## config.mk

```make
export PLATFORM = sky130hd
export DESIGN_NAME = reservation_station
export DESIGN_NICKNAME = d
export VERILOG_FILES = /design/src/rs_pkg.sv /design/src/reservation_station.sv /design/src/issue_select.sv /design/src/station_array.sv /design/src/rename_map.sv
export SDC_FILE = /design/constraint.sdc
export NUM_CORES = 1
export LEC_CHECK = 0
export BUFFER_PORTS_ARGS = -buffer_cell sky130_fd_sc_hd__buf_2
export CAP_MARGIN = 20
export CORE_MARGIN = 4
export CORE_UTILIZATION = 30
export DETAILED_ROUTE_END_ITERATION = 16
export MAX_ROUTING_LAYER = met4
export SLEW_MARGIN = 25
export SYNTH_ARGS = -nofsm -noshare
export SYNTH_HDL_FRONTEND = slang
export SYNTH_SLANG_ARGS = --single-unit
```

## constraint.sdc

```tcl
create_clock -name clock -period 10.1 [get_ports clock]
set_clock_uncertainty 0.05 [all_clocks]
set_input_delay 1.515 -clock clock [delete_from_list [all_inputs] [get_ports clock]]
set_output_delay 1.515 -clock clock [all_outputs]
set_load 0.1 [all_outputs]
```

## src/rs_pkg.sv

```systemverilog
// shared types for the reservation stations; tags are 3 bits and must stay unique until retire
`default_nettype none

package rs_pkg;

   ////////////////////////////////////////////////////////////////////////////
   // sizes
   ////////////////////////////////////////////////////////////////////////////

   localparam int word_width   = 32;
   localparam int tag_width    = 3;
   localparam int reg_width    = 5;
   localparam int class_width  = 2;

   localparam int num_stations = 5;
   localparam int num_regs     = 32;

   // one station per unit, mul has two
   localparam int station_alu    = 0;
   localparam int station_ldst   = 1;
   localparam int station_branch = 2;
   localparam int station_mul0   = 3;
   localparam int station_mul1   = 4;

   ////////////////////////////////////////////////////////////////////////////
   // plain vector types
   ////////////////////////////////////////////////////////////////////////////

   typedef logic [word_width-1:0]   word_t;
   typedef logic [tag_width-1:0]    rob_tag_t;
   typedef logic [reg_width-1:0]    reg_idx_t;
   typedef logic [class_width-1:0]  fu_class_t;
   typedef logic [num_stations-1:0] station_vec_t;

   // never renamed, always reads the dispatch value
   localparam reg_idx_t zero_reg = '0;

   // unit class codes carried by a dispatch
   localparam fu_class_t class_alu    = 2'd0;
   localparam fu_class_t class_ldst   = 2'd1;
   localparam fu_class_t class_branch = 2'd2;
   localparam fu_class_t class_mul    = 2'd3;

   ////////////////////////////////////////////////////////////////////////////
   // bundles
   ////////////////////////////////////////////////////////////////////////////

   // source operand, value only meaningful once waiting is low
   typedef struct packed {
      logic     waiting;
      rob_tag_t tag;
      word_t    value;
   } operand_t;

   // result broadcast
   typedef struct packed {
      logic     valid;
      rob_tag_t tag;
      word_t    value;
   } cdb_t;

   typedef struct packed {
      logic     valid;
      reg_idx_t dest;
      rob_tag_t tag;
   } retire_t;

   // values must be true for unrenamed or ready sources
   typedef struct packed {
      logic      valid;
      fu_class_t fu_class;
      rob_tag_t  rob_tag;
      reg_idx_t  src_1;
      reg_idx_t  src_2;
      reg_idx_t  dest;
      word_t     value_1;
      word_t     value_2;
   } dispatch_t;

   typedef struct packed {
      logic      busy;
      fu_class_t fu_class;
      rob_tag_t  rob_tag;
      reg_idx_t  dest;
      operand_t  operand_1;
      operand_t  operand_2;
   } entry_t;

   // payload handed to the unit
   typedef struct packed {
      fu_class_t fu_class;
      rob_tag_t  rob_tag;
      reg_idx_t  dest;
      word_t     value_1;
      word_t     value_2;
   } issue_t;

endpackage

`default_nettype wire
```

## src/reservation_station.sv

```systemverilog
// top of the station stage; dispatch source values must follow the rename rule
`timescale 1ns/100ps
`default_nettype none

module reservation_station (
   input  logic                    clock,
   input  logic                    reset,
   input  rs_pkg::dispatch_t       dispatch,
   input  rs_pkg::cdb_t            cdb,
   input  rs_pkg::retire_t         retire,
   input  rs_pkg::station_vec_t    exec_busy,
   output rs_pkg::station_vec_t    station_free,
   output rs_pkg::station_vec_t    issue_valid,
   output rs_pkg::issue_t          issue_data [rs_pkg::num_stations]
);

   ////////////////////////////////////////////////////////////////////////////
   // internal links
   ////////////////////////////////////////////////////////////////////////////

   rs_pkg::operand_t     operand_1;
   rs_pkg::operand_t     operand_2;
   logic                 accept;
   rs_pkg::entry_t       entries [rs_pkg::num_stations];
   rs_pkg::station_vec_t grant;

   // producer, renames and resolves sources
   rename_map u_rename_map (
      .clock        (clock),
      .reset        (reset),
      .dispatch     (dispatch),
      .cdb          (cdb),
      .retire       (retire),
      .station_free (station_free),
      .operand_1    (operand_1),
      .operand_2    (operand_2),
      .accept       (accept)
   );

   // buffer of waiting instructions
   station_array u_station_array (
      .clock        (clock),
      .reset        (reset),
      .dispatch     (dispatch),
      .accept       (accept),
      .operand_1    (operand_1),
      .operand_2    (operand_2),
      .cdb          (cdb),
      .grant        (grant),
      .entries      (entries),
      .station_free (station_free)
   );

   // consumer, grant frees the entry at the issuing edge
   issue_select u_issue_select (
      .clock       (clock),
      .reset       (reset),
      .entries     (entries),
      .exec_busy   (exec_busy),
      .grant       (grant),
      .issue_valid (issue_valid),
      .issue_data  (issue_data)
   );

endmodule

`default_nettype wire

```

## src/issue_select.sv

```systemverilog
// issues every ready station whose unit is idle; no arbitration between stations
`timescale 1ns/100ps
`default_nettype none

module issue_select (
   input  logic                    clock,
   input  logic                    reset,
   input  rs_pkg::entry_t          entries [rs_pkg::num_stations],
   input  rs_pkg::station_vec_t    exec_busy,
   output rs_pkg::station_vec_t    grant,
   output rs_pkg::station_vec_t    issue_valid,
   output rs_pkg::issue_t          issue_data [rs_pkg::num_stations]
);

   // busy level seen at the issuing edge
   rs_pkg::station_vec_t exec_busy_q;

   ////////////////////////////////////////////////////////////////////////////
   // readiness
   ////////////////////////////////////////////////////////////////////////////

   always_comb begin
      for (int i = 0; i < rs_pkg::num_stations; i++) begin
         grant[i] = entries[i].busy
                  && !entries[i].operand_1.waiting
                  && !entries[i].operand_2.waiting
                  && !exec_busy[i];
      end
   end

   ////////////////////////////////////////////////////////////////////////////
   // issue registers
   ////////////////////////////////////////////////////////////////////////////

   always_ff @(posedge clock) begin
      if (reset) begin
         issue_valid <= '0;
      end else begin
         issue_valid <= grant;
      end
      exec_busy_q <= exec_busy;
   end

   // payload, only meaningful with issue_valid
   always_ff @(posedge clock) begin
      for (int i = 0; i < rs_pkg::num_stations; i++) begin
         if (grant[i]) begin
            issue_data[i].fu_class <= entries[i].fu_class;
            issue_data[i].rob_tag  <= entries[i].rob_tag;
            issue_data[i].dest     <= entries[i].dest;
            issue_data[i].value_1  <= entries[i].operand_1.value;
            issue_data[i].value_2  <= entries[i].operand_2.value;
         end
      end
   end

   no_issue_into_busy_unit: assert property (
      @(posedge clock) disable iff (reset) (issue_valid & exec_busy_q) == '0
   );

endmodule

`default_nettype wire

```

## src/station_array.sv

```systemverilog
// five station entries, one per unit; mul prefers station mul0 over mul1
`timescale 1ns/100ps
`default_nettype none

module station_array (
   input  logic                    clock,
   input  logic                    reset,
   input  rs_pkg::dispatch_t       dispatch,
   input  logic                    accept,
   input  rs_pkg::operand_t        operand_1,
   input  rs_pkg::operand_t        operand_2,
   input  rs_pkg::cdb_t            cdb,
   input  rs_pkg::station_vec_t    grant,
   output rs_pkg::entry_t          entries [rs_pkg::num_stations],
   output rs_pkg::station_vec_t    station_free
);

   rs_pkg::station_vec_t target;
   rs_pkg::entry_t       new_entry;

   // wake a waiting operand on matching tag
   function automatic rs_pkg::operand_t capture(
      input rs_pkg::operand_t op,
      input rs_pkg::cdb_t     bus
   );
      rs_pkg::operand_t result;
      result = op;
      if (bus.valid && op.waiting && op.tag == bus.tag) begin
         result.waiting = 1'b0;
         result.value   = bus.value;
      end
      return result;
   endfunction

   ////////////////////////////////////////////////////////////////////////////
   // station choice
   ////////////////////////////////////////////////////////////////////////////

   always_comb begin
      for (int i = 0; i < rs_pkg::num_stations; i++) begin
         station_free[i] = !entries[i].busy;
      end
   end

   // one hot, only used together with accept
   always_comb begin
      target = '0;
      case (dispatch.fu_class)
         rs_pkg::class_alu:    target[rs_pkg::station_alu]    = 1'b1;
         rs_pkg::class_ldst:   target[rs_pkg::station_ldst]   = 1'b1;
         rs_pkg::class_branch: target[rs_pkg::station_branch] = 1'b1;
         default: begin
            // overflow into mul1 when mul0 is taken
            if (station_free[rs_pkg::station_mul0]) begin
               target[rs_pkg::station_mul0] = 1'b1;
            end else begin
               target[rs_pkg::station_mul1] = 1'b1;
            end
         end
      endcase
   end

   // operands arrive already resolved, cdb bypass included
   always_comb begin
      new_entry.busy      = 1'b1;
      new_entry.fu_class  = dispatch.fu_class;
      new_entry.rob_tag   = dispatch.rob_tag;
      new_entry.dest      = dispatch.dest;
      new_entry.operand_1 = operand_1;
      new_entry.operand_2 = operand_2;
   end

   ////////////////////////////////////////////////////////////////////////////
   // entry state
   ////////////////////////////////////////////////////////////////////////////

   always_ff @(posedge clock) begin
      for (int i = 0; i < rs_pkg::num_stations; i++) begin
         if (reset) begin
            entries[i].busy <= 1'b0;
         end else if (accept && target[i]) begin
            // station is free here, so no grant or capture to merge
            entries[i] <= new_entry;
         end else begin
            if (grant[i]) begin
               entries[i].busy <= 1'b0;
            end
            // both operands may wait on the same tag
            entries[i].operand_1 <= capture(entries[i].operand_1, cdb);
            entries[i].operand_2 <= capture(entries[i].operand_2, cdb);
         end
      end
   end

   accept_hits_free_station: assert property (
      @(posedge clock) disable iff (reset) accept |-> (target & ~station_free) == '0
   );

   grant_hits_busy_station: assert property (
      @(posedge clock) disable iff (reset) (grant & station_free) == '0
   );

endmodule

`default_nettype wire

```

## src/rename_map.sv

```systemverilog
// register map table; a dispatch is renamed only when its class has a free station
`timescale 1ns/100ps
`default_nettype none

module rename_map (
   input  logic                    clock,
   input  logic                    reset,
   input  rs_pkg::dispatch_t       dispatch,
   input  rs_pkg::cdb_t            cdb,
   input  rs_pkg::retire_t         retire,
   input  rs_pkg::station_vec_t    station_free,
   output rs_pkg::operand_t        operand_1,
   output rs_pkg::operand_t        operand_2,
   output logic                    accept
);

   // per register state
   logic [rs_pkg::num_regs-1:0] pending;
   logic [rs_pkg::num_regs-1:0] ready;
   rs_pkg::rob_tag_t            map_tag [rs_pkg::num_regs];

   logic class_free;

   // ready when unrenamed or value already in rob
   // else try the cdb this cycle, else wait on map tag
   function automatic rs_pkg::operand_t resolve(
      input logic             pending_bit,
      input logic             ready_bit,
      input rs_pkg::rob_tag_t tag,
      input rs_pkg::word_t    value,
      input rs_pkg::cdb_t     bus
   );
      rs_pkg::operand_t result;
      result.waiting = 1'b0;
      result.tag     = tag;
      result.value   = value;
      if (pending_bit && !ready_bit) begin
         if (bus.valid && bus.tag == tag) begin
            result.value = bus.value;
         end else begin
            result.waiting = 1'b1;
         end
      end
      return result;
   endfunction

   ////////////////////////////////////////////////////////////////////////////
   // source lookup
   ////////////////////////////////////////////////////////////////////////////

   assign operand_1 = resolve(pending[dispatch.src_1], ready[dispatch.src_1],
                              map_tag[dispatch.src_1], dispatch.value_1, cdb);
   assign operand_2 = resolve(pending[dispatch.src_2], ready[dispatch.src_2],
                              map_tag[dispatch.src_2], dispatch.value_2, cdb);

   // station availability for the class
   always_comb begin
      case (dispatch.fu_class)
         rs_pkg::class_alu:    class_free = station_free[rs_pkg::station_alu];
         rs_pkg::class_ldst:   class_free = station_free[rs_pkg::station_ldst];
         rs_pkg::class_branch: class_free = station_free[rs_pkg::station_branch];
         default:              class_free = station_free[rs_pkg::station_mul0]
                                          | station_free[rs_pkg::station_mul1];
      endcase
   end

   assign accept = dispatch.valid && class_free;

   ////////////////////////////////////////////////////////////////////////////
   // table update
   ////////////////////////////////////////////////////////////////////////////

   // later writes win, so order is cdb, retire, rename
   always_ff @(posedge clock) begin
      if (reset) begin
         pending <= '0;
         ready   <= '0;
      end else begin
         if (cdb.valid) begin
            for (int r = 0; r < rs_pkg::num_regs; r++) begin
               if (pending[r] && map_tag[r] == cdb.tag) begin
                  ready[r] <= 1'b1;
               end
            end
         end
         // only if still named by the retiring tag
         if (retire.valid && pending[retire.dest] && map_tag[retire.dest] == retire.tag) begin
            pending[retire.dest] <= 1'b0;
            ready[retire.dest]   <= 1'b0;
         end
         if (accept && dispatch.dest != rs_pkg::zero_reg) begin
            pending[dispatch.dest] <= 1'b1;
            ready[dispatch.dest]   <= 1'b0;
         end
      end
   end

   // tag store, only read while pending
   always_ff @(posedge clock) begin
      if (accept && dispatch.dest != rs_pkg::zero_reg) begin
         map_tag[dispatch.dest] <= dispatch.rob_tag;
      end
   end

   zero_reg_never_pending: assert property (
      @(posedge clock) disable iff (reset) !pending[rs_pkg::zero_reg]
   );

endmodule

`default_nettype wire

```

* After elaboration in Yosys (flattened, before gate mapping)
Memory sizes are Yosys's and may differ from the RTL's.
Cells that the tools add are included.
** Cells by class
- Equality and inequality tests :: 47
- Reduce and logical (&&, ||, !) cells :: 137
- Multiplexer cells :: 106
- $lt $le $gt $ge :: 6
- Bitwise operators :: 8
** Operator list (number)
- 32-bit 2-to-1 mux :: 22
- 72-bit 2-to-1 mux :: 5
- 3-bit equality test :: 45
- 32-bit AND :: 3
- 1-bit logical AND :: 82
- 1-bit 2-to-1 mux :: 70
- 32-bit NOT :: 2
- 32-bit OR :: 1
- 2-bit AND reduction :: 15
- 2-bit nonzero test :: 15
- 1-bit binary-select mux with 5-bit select :: 5
- 5-bit by 6-bit < comparator with 1-bit output, second input constant :: 4
- 1-bit logical NOT :: 22
- 1-bit demux with 5-bit select :: 2
- 5-bit by 1-bit greater-or-equal comparator with 1-bit output, second input constant :: 2
- 5-bit nonzero test :: 1
- 1-bit one-hot mux with 3 select lines :: 1
- 3-bit OR reduction :: 1
- 2-bit by 1-bit equality test with 1-bit output, second input constant :: 1
- 2-bit equality test, second input constant :: 1
- 2-bit logical NOT :: 1
- 2-bit 2-to-1 mux :: 1
- 1-bit NOT :: 1
- 1-bit OR :: 1
** Word-level totals
- Memories :: 1
- Logic and storage cells :: 383
- Output and inout bits :: 380
- Bits in registers :: 854
- Bits of input ports :: 137
- Memory bits (writable) :: 96
** Memories
- u_rename_map.map_tag :: depth 32, bits a word 3, read ports 35, clocked after Yosys merged registers in 0, wr ports 1, RTL line rename_map.sv:20 : rs_pkg::rob_tag_t map_tag [rs_pkg::num_regs];

* Longest topological paths before layout
Gate-level depths: netlist of the first run.
An unclocked memory read counts as a cell.
- Depth after elaboration :: 11
- Mapped depth :: 13

* Cells and area by module
From an unflattened synthesis of the first run, not the netlist that was laid out.
** Unflattened totals
- Cells, all modules :: 2737
- Area, all modules :: 38961.1 um^2
** By module, submodules not included
- station_array :: area an instance 16512.1 um^2, times used 1, sequential area each 12411.9 um^2, cells each 1366
- issue_select :: area an instance 11373.4 um^2, times used 1, sequential area each 11210.8 um^2, cells each 385
- rename_map :: area an instance 11075.6 um^2, times used 1, sequential area each 4164.0 um^2, cells each 986

* Worst setup path before layout of the first run
OpenSTA, ideal clock, no wires.
- Kind :: input port to flip-flop
- Start point :: in exec_busy[3]
- End point :: reg u_station_array.entries[165] (netlist name)
- Cell stages on the path :: 3
- Path buffers :: 0
- Arrival time :: 9154 ps
- Path slack :: 763 ps
- Cell sequence :: nor4_1 > nand2b_1 > a21oi_1
** Between the ends
- Cells in the longest elaborated chain, start to end :: 3
** Ends and longest elaborated chain
- start, declared :: RTL line reservation_station.sv:11 : input rs_pkg::station_vec_t exec_busy,
- 1-bit logical NOT :: RTL line issue_select.sv:27 : && !exec_busy[i];
- 1-bit logical AND :: RTL line issue_select.sv:27
- 2-bit nonzero test (no source line)
No other way between the ends.
A chain may end at the register's enable or synchronous reset.

* Worst setup path in the final report of the first run
- Start point :: in dispatch[76] in the netlist's numbering
- End point :: reg u_station_array.entries[203] (netlist name)
** Between the ends
- Cells in the longest elaborated chain, start to end :: 6
- Elaborated cells between the ends (all ways) :: 12
- Classes of those cells :: eq/ne (1); mux (7); reduce/logical (3); memory (1)
** Ends and longest elaborated chain
- start, declared :: RTL line reservation_station.sv:8 : input rs_pkg::dispatch_t dispatch,
- memory 32 x 3 bit or 1-bit binary-select mux with 5-bit select (tied branches)
- 3-bit equality test or 1-bit 2-to-1 mux (tied branches) :: RTL line rename_map.sv:38, rename_map.sv:51
- 1-bit logical AND or 1-bit logical NOT (tied branches) :: RTL line rename_map.sv:38, rename_map.sv:37
- 32-bit 2-to-1 mux or 1-bit logical AND (tied branches) :: RTL line rename_map.sv:38, rename_map.sv:37
- 32-bit 2-to-1 mux (*) :: RTL line rename_map.sv:37 : if (pending_bit && !ready_bit) begin
- 72-bit 2-to-1 mux (*) :: RTL line station_array.sv:81 : end else if (accept && target[i]) begin
Every way passes the cells marked *; elsewhere a longest branch is shown, timed or not. The select of a mux whose other input is x is not followed.

==> results of run 1 <==
-- synthesized netlist by cell type, types with 30 or more instances --
library cell	number	share of area, %
a41oi_1	32	0.71
mux2i_1	56	1.4
a22oi_1	33	0.63
mux2_4	150	5.7
xnor2_1	42	0.93
nand2_1	79	0.75
mux4_2	51	2.9
mux2_2	30	0.86
dfxtp_1	74	3.8
nor2_1	131	1.2
clkbuf_1	36	0.34
mux2_1	140	4.0
edfxtp_1	876	67
a21oi_1	46	0.58
xor2_1	87	1.9
-- power by group through the flow --
stage | clock [mW] | sequential, mW | combinational, mW
final | 3.74 | 4.37 | 0.561
after CTS | 3.83 | 4.36 | 0.564
after global routing | 4.00 | 4.37 | 0.595
after global placement | 0 | 4.45 | 0.555
after floorplan | 0 | 4.49 | 0.321
after detailed placement | 0 | 4.45 | 0.562
-- per-stage QoR --
| step | setup WS, ns | cells | utilization [%] | instance area [um2] |
|---|---|---|---|---|
| final | 4.72 | 4616 | 36.3 | 47200 |
| after global routing | 4.59 | 4616 | 36.3 | 47200 |
| after CTS | 4.80 | 4604 | 36.3 | 47200 |
| after detailed placement | 4.01 | 4415 | 33.7 | 43800 |
| after global placement | 3.99 | 4414 | 33.6 | 43800 |
| after floorplan | 0.763 | 2218 | - | 39500 |
-- path summary, 6_finish.rpt --
kind | start | end | slack [ns] | depth (start not counted)
worst max-delay path | dispatch[76] | u_station_array.entries[203]$_DFFE_PP_ | 4.72 | 10
worst min register to register | u_station_array.entries[164]$_DFFE_PP_ | u_issue_select.issue_data[147]$_DFFE_PP_ | 0.34 | 0
worst max register to register | u_rename_map.map_tag[8][1]$_DFFE_PP_ | u_station_array.entries[203]$_DFFE_PP_ | 5.82 | 9
worst min-delay path | u_station_array.entries[164]$_DFFE_PP_ | u_issue_select.issue_data[147]$_DFFE_PP_ | 0.34 | 0
-- worst max-delay path: stages --
cell and delay (ns):
buf_2 0.67, nor2b_1 0.29, a22oi_2 0.23, a21oi_1 0.09, a311o_1 0.36, and3_1 0.19
or4_4 0.67, o21ai_4 0.75, buf_4 0.53, mux2_2 0.38
-- cell type report --
type	instances	area [um2]	area share [%]
Antenna cell	12	30.0	0.0636
Clock inverter	74	786	1.66
Sequential cell	950	27800	58.8
Clock buffer	115	2580	5.46
Multi-Input combinational cell	1147	10900	23.0
Inverter	13	48.8	0.103
Timing Repair Buffer	563	2940	6.23
Tap cell	1742	2180	4.61
-- registers in the layout (all words and copies together), names as in the netlist --
register and cells:
u_issue_select.issue_data 370, u_rename_map.ready 32, u_station_array.entries 415, u_rename_map.map_tag 96, u_rename_map.pending 32, u_issue_select.issue_valid 5
-- routing by layer --
metal	vias to the layer above	part of all wire, %	GRT usage (%)	wire length [um]
met3	202	8.8	4.40	11200
met4	0	3.8	7.02	4870
met1	11600	41	23.5	51900
li1	9794	-	-	-
met2	1148	46	28.8	58900
met5	-	0	-	0
-- cell families (layout without fill, tap and decap cells) --
logic type,after synthesis,in the layout,share of synthesized area [%]
AND/OR/NAND/NOR,369,369,4.66
multiplexers,439,439,15.7
other,1,15,0.00950
AO/OA/AOI/OAI,207,207,3.99
buffers and inverters,121,765,2.41
flip-flops,950,950,70.4
XOR/XNOR,129,129,2.86
==> results.json, run 1 <==
{
  "finalWirelength_um": 127000,
  "cts.sinks": 950,
  "slew_headroom_pct": 25.5,
  "cp_max_fo": 44,
  "startpoint_type": "primary input",
  "finalSetupViolCount": 0,
  "ys.warnings.count": 0,
  "wl_per_cell_um": 27.5,
  "p_clk_share_pct": 43.1,
  "powerDensity_nw_per_um2": 183,
  "insertion_delay_ns": 0.72,
  "cts_hold_buffers": 0,
  "dieArea_um2": 137000,
  "start_util_pct": 30.3,
  "rows": 132,
  "gp_congestion": 0.866,
  "grt_usage_pct": 18.5,
  "numCtsBuffers": 100,
  "status": "finished clean",
  "p_sw_mw": 2.01,
  "die-width_um": 371,
  "worst_pin_slew_ns": 1.11,
  "drc": 0,
  "vias_per_cell": 4.93,
  "layout.cells.most_common_list": "edfxtp_1 (876), buf_2 (515), mux2_4 (150)",
  "netlist_area_um2": 39500,
  "post_cts_buffers": 0,
  "core_area_um2": 130000,
  "synthArstFlopShare_pct": 0,
  "grt-ovfl-total": 0,
  "firstDrtPassIters": 5,
  "die_h_um": 371,
  "power.internal_mw": 6.65,
  "fin_crit_ns": 5.38,
  "maxCapViolCount": 0,
  "ys_ff_latch": 950,
  "cts_resized": 0,
  "grt_first_pass_wirelength_um": 175000,
  "fin_setup_tns_ns": 0,
  "avgSynthCellArea_um2": 17.8,
  "final_antenna_net_count": 0,
  "hold_viol_final": 0,
  "yosysSeqAreaShare_pct": 70.4,
  "p_seq_share_pct": 50.4,
  "final_layout_size_suffix_gt1_share_pct": 35.0,
  "fill_cells": 12300,
  "power_frac_comb_pct": 6.5,
  "max-vdd-ir-drop_v": 0.000134,
  "synth_edf_count": 876,
  "vias": 22800,
  "fin_nets": 2912,
  "grt_pass1_vias": 22400,
  "min_period_over_period_pct": 53.3,
  "dpl.hpwl_um": 84600,
  "clkTransAtPathRegs_ns": 0.06,
  "drv_slew": 0,
  "antenna_found_initial": 22,
  "arrival_ns": 5.80,
  "synthCells": 2216,
  "dr.first_iter.drc_count": 2291,
  "grt_max_degree": 54,
  "finalPower_mw": 8.66,
  "rsz0062_at_grt": "no",
  "cts_buffer_depth": 3,
  "fin_hold_ws_ns": 0.340,
  "final_common_cell": "edfxtp_1",
  "htree_levels": 3,
  "area_delta_synth_final_pct": 19.6,
  "crit_type": "in -> reg",
  "critical_path_required_ns": 10.52,
  "synth.distinct_cells": 60,
  "fmax_mhz": 186,
  "swShare_pct": 23.2,
  "clock_tree.root_cell": "clkbuf_16",
  "cts_tree": "built",
  "synth_ff_type": "edfxtp_1",
  "pin_count": 517,
  "hold_class": "reg -> reg",
  "io_buffer_count": 516,
  "crit_path_end_kind": "flop",
  "leakagePower_nw": 16.8
}
No activity file was read; power rests on OpenSTA's default activity.
==> run 2, diff against run 1 <==
- clock period: 10.1 -> 4.83 ns (I/O delays scaled with it)
==> run 2 against run 1 <==
Combinational power up 120%. Largest cell class unchanged. Routed wire length is 0.32% lower. Worst setup slack got worse by 3.7 ns. Critical path depth increased by 1. Count of clock-buffer cells in the layout up 5. Die area unchanged. Critical endpoint is now u_station_array.entries[193]$_DFFE_PP_. First-iteration DRC count increased by 10%. Critical path type unchanged. Total power is 110% higher.
==> results.json, run 2 (synthesized netlist as in run 1, its figures left out) <==
{
  "insertion_delay_ns": 0.73,
  "gp_congestion": 0.911,
  "fin_setup_tns_ns": 0,
  "slew_headroom_pct": 32.4,
  "cts_resized": 0,
  "rsz0062_at_grt": "no",
  "crit_path_end_kind": "flop",
  "powerDensity_nw_per_um2": 379,
  "min_period_over_period_pct": 79.7,
  "wl_per_cell_um": 27.2,
  "holdPathStages": 2,
  "pin_count": 517,
  "grt_usage_pct": 18.3,
  "start_util_pct": 30.3,
  "die_h_um": 371,
  "critical_path_required_ns": 5.20,
  "cts_buffer_depth": 3,
  "status": "finished clean",
  "hold_class": "in -> reg",
  "cp_max_fo": 22,
  "hold_viol_final": 0,
  "drv_slew": 0,
  "dieArea_um2": 137000,
  "grt_pass1_vias": 22300,
  "layout.cells.most_common_list": "edfxtp_1 (876), buf_2 (516), mux2_4 (150)",
  "area_delta_synth_final_pct": 20.9,
  "io_buffer_count": 516,
  "top_register": "u_station_array.entries",
  "grt_max_degree": 76,
  "drc": 0,
  "firstDrtPassIters": 5,
  "reg_top3": "u_station_array.entries (415), u_issue_select.issue_data (370), u_rename_map.map_tag (96)",
  "crit_type": "in -> reg",
  "finalSetupViolCount": 0,
  "max-vdd-ir-drop_v": 0.000286,
  "startpoint_type": "primary input",
  "numCtsBuffers": 100,
  "crit_path_end": "u_station_array.entries[193]$_DFFE_PP_",
  "grt-ovfl-total": 0,
  "maxCapViolCount": 0,
  "grt_first_pass_wirelength_um": 174000,
  "final_common_cell": "edfxtp_1",
  "fmax_mhz": 260,
  "core_area_um2": 130000,
  "cts_tree": "built",
  "fin_crit_ns": 3.85,
  "dr.first_iter.drc_count": 2526,
  "startpoint": "dispatch[70]",
  "clock_tree.root_cell": "clkbuf_16",
  "final_layout_size_suffix_gt1_share_pct": 35.3,
  "cts.sinks": 950,
  "vias": 22900,
  "vias_per_cell": 4.93,
  "fin_nets": 2947,
  "worst_pin_slew_ns": 1.01,
  "rows": 132,
  "die-width_um": 371,
  "finalPower_mw": 18.1,
  "arrival_ns": 4.23,
  "largest_reg_flops": 415,
  "cts_hold_buffers": 0,
  "finalWirelength_um": 126000,
  "fill_cells": 12300,
  "htree_levels": 3,
  "r2r-start": "u_rename_map.map_tag[14][1]$_DFFE_PP_",
  "leakagePower_nw": 17.1,
  "reg2reg_to": "u_station_array.entries[193]$_DFFE_PP_",
  "r2r_slack_ns": 1.00,
  "dpl.hpwl_um": 86900,
  "final_antenna_net_count": 0,
  "fin_hold_ws_ns": 0.307,
  "post_cts_buffers": 0,
  "antenna_found_initial": 18,
  "rr_worst_depth": 9,
  "clkTransAtPathRegs_ns": 0.06
}
==> run 2: cell types whose count changed in the layout (fill, tap and decap cells not counted), moves of 3 or more <==
cell        change
buf_12         +25
inv_6           -4
clkinv_1        +6
clkinvlp_4      -5
clkbuf_1        +5
clkinv_2        -6
inv_16          +4
buf_4           +9
nor4_4          +3
nor4_2          -3
==> run 2: worst max-delay path: stages <==
cell and delay (ns):
buf_2 0.37, buf_12 0.26, mux2i_1 0.10, a22oi_1 0.20, a21oi_1 0.10, a311o_1 0.36
and3_1 0.19, or4_1 0.88, o21ai_4 0.35, buf_12 0.25, mux2_2 0.36
==> run 2: where the power goes <==
| group | leakage, nW | total, mW | internal, mW | switching, mW |
|---|---|---|---|---|
| logic | 6.92 | 1.21 | 0.435 | 0.779 |
| clock network | 1.61 | 7.76 | 4.42 | 3.34 |
| registers | 8.52 | 9.13 | 9.09 | 0.0465 |
| total | 17.1 | 18.1 | 13.9 | 4.17 |
==> run 2: through the flow <==
step,instance area (um2),utilization [%],instances,setup WS (ns)
2_1_floorplan,39600,-,2218,0.934
3_3_place_gp,44400,34.1,4449,0.262
3_5_place_dp,44400,34.1,4450,0.300
4_1_cts,47700,36.7,4636,1.05
5_1_grt,47700,36.7,4645,0.907
6_report,47700,36.7,4650,0.978
==> run 2: how the worst min path moves through the flow <==
stage / from / end / slack, ns
2_1_floorplan: u_station_array.entries[0]$_DFFE_PP_ / u_issue_select.issue_data[0]$_DFFE_PP_ / 0.35
3_3_place_gp: u_station_array.entries[103]$_DFFE_PP_ / u_issue_select.issue_data[94]$_DFFE_PP_ / 0.35
3_5_place_dp: u_station_array.entries[110]$_DFFE_PP_ / u_issue_select.issue_data[101]$_DFFE_PP_ / 0.35
4_1_cts: dispatch[20] / u_station_array.entries[269]$_DFFE_PP_ / 0.23
5_1_grt: dispatch[20] / u_station_array.entries[269]$_DFFE_PP_ / 0.25
6_report: dispatch[20] / u_station_array.entries[103]$_DFFE_PP_ / 0.31
==> run 2: layout make-up <==
class	instances	area, um2	share of cell area (%)
Antenna cell	14	35.0	0.0734
Sequential cell	950	27800	58.2
Multi-Input combinational cell	1147	10900	22.8
Clock inverter	66	717	1.50
Tap cell	1742	2180	4.56
Inverter	13	48.8	0.102
Clock buffer	120	2600	5.44
Timing Repair Buffer	598	3510	7.36
==> run 2: layer usage <==
metal  vias up  global-route usage (%)  share of wire, %
met5         -                       -                 0
met4         0                    4.81               2.5
met3       183                    3.40               7.7
met2      1150                    28.7                47
met1     11700                    24.6                43
li1       9870                       -                 -
==> run 3, diff against run 2 <==
- ABC_AREA: unset -> 1
- clock period: 4.83 -> 3.41 ns (I/O delays scaled with it)
==> run 3 against run 2 <==
Area after synthesis up 4.8%. Combinational power up 85%. Largest power group unchanged. Utilization up 0.80 points. First-iteration DRC count up 110%. Cell area up 6.9%. Sequential share of layout area down 3.7 points. Die area up 4.7%. Worst hold slack worse by 0.20 ns. Critical path depth up 4. Total power up 46%. Register-to-register slack worse by 0.41 ns.
==> results.json, run 3 <==
{
  "status": "finished clean",
  "swShare_pct": 25.0,
  "cts_hold_buffers": 0,
  "min_from": "cdb[3]",
  "min_period_over_period_pct": 82.7,
  "yosysSeqAreaShare_pct": 67.2,
  "cts.sinks": 950,
  "dr.first_iter.drc_count": 5243,
  "gp_congestion": 0.995,
  "fin_nets": 4535,
  "io_buffer_count": 516,
  "area_delta_synth_final_pct": 23.4,
  "dpl.hpwl_um": 118000,
  "synth_top_cell_by_area": "edfxtp_1",
  "critical_path_required_ns": 3.82,
  "ys_ff_latch": 950,
  "hold_class": "in -> reg",
  "design_area_um2": 51000,
  "p_sw_mw": 6.62,
  "avgSynthCellArea_um2": 10.9,
  "clock_tree.root_cell": "clkbuf_16",
  "drv_slew": 0,
  "slew_headroom_pct": 33.7,
  "grt_max_degree": 65,
  "fill_cells": 13200,
  "wl_per_cell_um": 26.5,
  "synth.distinct_cells": 44,
  "synth_edf_count": 876,
  "finalWirelength_um": 167000,
  "maxCapViolCount": 0,
  "r2r_slack_ns": 0.59,
  "pre_cts_ws_ns": 0.176,
  "dieArea_um2": 144000,
  "grt_usage_pct": 23.2,
  "die-width_um": 379,
  "synth.area.top_cells": "edfxtp_1 (64%), nand2_1 (10%), nand3_1 (7.9%), dfxtp_1 (3.6%), inv_1 (2.8%)",
  "final_antenna_net_count": 0,
  "pin_count": 517,
  "power_frac_comb_pct": 8.5,
  "synthArstFlopShare_pct": 0,
  "antenna_found_initial": 31,
  "synthCells": 3792,
  "htree_levels": 3,
  "rr_worst_depth": 15,
  "crit_path_end_kind": "flop",
  "grt_pass1_vias": 31600,
  "insertion_delay_ns": 0.74,
  "grt_first_pass_wirelength_um": 232000,
  "ys.warnings.count": 0,
  "clkTransAtPathRegs_ns": 0.06,
  "leakagePower_nw": 20.2,
  "start_util_pct": 30.4,
  "final_layout_size_suffix_gt1_share_pct": 23.1,
  "numCtsBuffers": 101,
  "startpoint_type": "flop",
  "power.internal_mw": 19.9,
  "rsz0062_at_grt": "no",
  "largest_reg_flops": 415,
  "fin_hold_ws_ns": 0.103,
  "powerDensity_nw_per_um2": 519,
  "crit_type": "reg -> reg",
  "cp_max_fo": 14,
  "yosysMostFrequentCell": "nand2_1",
  "p_clk_share_pct": 42.8,
  "layout.cells.most_common_list": "nand2_1 (1,101), edfxtp_1 (876), nand3_1 (646)",
  "post-route-util_pct": 37.5,
  "max-vdd-ir-drop_v": 0.000379,
  "top_register": "u_station_array.entries",
  "firstDrtPassIters": 9,
  "holdPathStages": 3,
  "fmax_mhz": 355,
  "cts_tree": "built",
  "fin_crit_ns": 2.82,
  "finalSetupViolCount": 0,
  "vias_per_cell": 5.28,
  "reg_top3": "u_station_array.entries (415), u_issue_select.issue_data (370), u_rename_map.map_tag (96)",
  "hold_viol_final": 0,
  "cts_buffer_depth": 3,
  "die_h_um": 379,
  "post_cts_buffers": 0,
  "core_area_um2": 136000,
  "reg2reg_to": "u_station_array.entries[41]$_DFFE_PP_",
  "grt-ovfl-total": 0,
  "drc": 0,
  "r2r-start": "u_rename_map.map_tag[3][0]$_DFFE_PP_",
  "netlist_area_um2": 41400,
  "arrival_ns": 3.23,
  "fin_ws_ns": 0.591,
  "dpl_cell_area_um2": 47500,
  "rows": 135,
  "synthTopCellsByCount": "nand2_1 (1,101), edfxtp_1 (876), nand3_1 (649)",
  "p_seq_share_pct": 48.8,
  "cts_resized": 0,
  "hold-path-endpoint": "u_station_array.entries[335]$_DFFE_PP_",
  "worst_pin_slew_ns": 0.995,
  "synth_ff_type": "edfxtp_1",
  "vias": 33200,
  "final_common_cell": "nand2_1",
  "synth_top_area_share_pct": 63.6
}
-- run 3: worst max path at each step --
stage,start,end,cells past startpoint
after floorplan,u_station_array.entries[165]$_SDFFE_PP0P_,u_station_array.entries[165]$_SDFFE_PP0P_,5
after global placement,dispatch[74],u_station_array.entries[41]$_DFFE_PP_,18
after detailed placement,dispatch[74],u_station_array.entries[373]$_DFFE_PP_,18
after CTS,u_rename_map.map_tag[2][0]$_DFFE_PP_,u_station_array.entries[41]$_DFFE_PP_,15
after global routing,u_rename_map.map_tag[3][0]$_DFFE_PP_,u_station_array.entries[206]$_DFFE_PP_,15
final,u_rename_map.map_tag[3][0]$_DFFE_PP_,u_station_array.entries[41]$_DFFE_PP_,15
-- run 3: layout make-up --
| type | instances | area, um2 | area share (%) |
|---|---|---|---|
| Sequential cell | 950 | 27800 | 54.5 |
| Multi-Input combinational cell | 2323 | 11600 | 22.8 |
| Timing Repair Buffer | 695 | 4640 | 9.09 |
| Clock buffer | 121 | 2640 | 5.18 |
| Tap cell | 1781 | 2230 | 4.37 |
| Inverter | 327 | 1250 | 2.45 |
| Clock inverter | 67 | 792 | 1.55 |
| Antenna cell | 25 | 62.6 | 0.123 |
-- run 3: kinds of logic after synthesis --
family	Yosys count	synth area share, %
simple gates	2066	23.3
compound gates	243	3.94
flops	950	67.2
xor+xnor	11	0.233
buf+inv	521	5.31
other cells	1	0.00907
-- run 3: critical path, cell delays in order, from the launching register on --
cell	delay [ns]
edfxtp_1	0.59
nand2_1	0.09
nand3_1	0.10
nand3_1	0.08
nand2_1	0.10
nand2_1	0.07
nand3_1	0.12
nand2_1	0.08
nand2_1	0.06
nand2_1	0.08
nor2_4	0.19
buf_12	0.24
buf_12	0.23
nand4_1	0.23
nand3_1	0.16
nand2_1	0.08
-- run 3: through the flow --
step | TNS [ns] | cells | power [mW]
6_report | 0 | 6289 | 26.5
5_1_grt | 0 | 6279 | 27.3
4_1_cts | 0 | 6264 | 26.7
3_5_place_dp | 0 | 6076 | 15.4
3_3_place_gp | 0 | 6076 | 15.4
2_1_floorplan | -173.59 | 3794 | 14.4
-- run 3: power by group through the flow --
| stage | clock [mW] | sequential (mW) | combinational, mW |
|---|---|---|---|
| 2_1_floorplan | 0 | 13.2 | 1.14 |
| 3_3_place_gp | 0 | 13.2 | 2.21 |
| 3_5_place_dp | 0 | 13.2 | 2.22 |
| 4_1_cts | 11.6 | 12.9 | 2.23 |
| 5_1_grt | 12.0 | 12.9 | 2.39 |
| 6_report | 11.3 | 12.9 | 2.24 |
-- run 3: per-layer routing --
layer  part of all wire [%]  track usage, %  vias up
met5                      0               -        -
met3                     12            4.85      389
met4                    4.3            9.22        0
met1                     40            30.8    16100
met2                     44            34.8     2232
li1                       -               -    14500
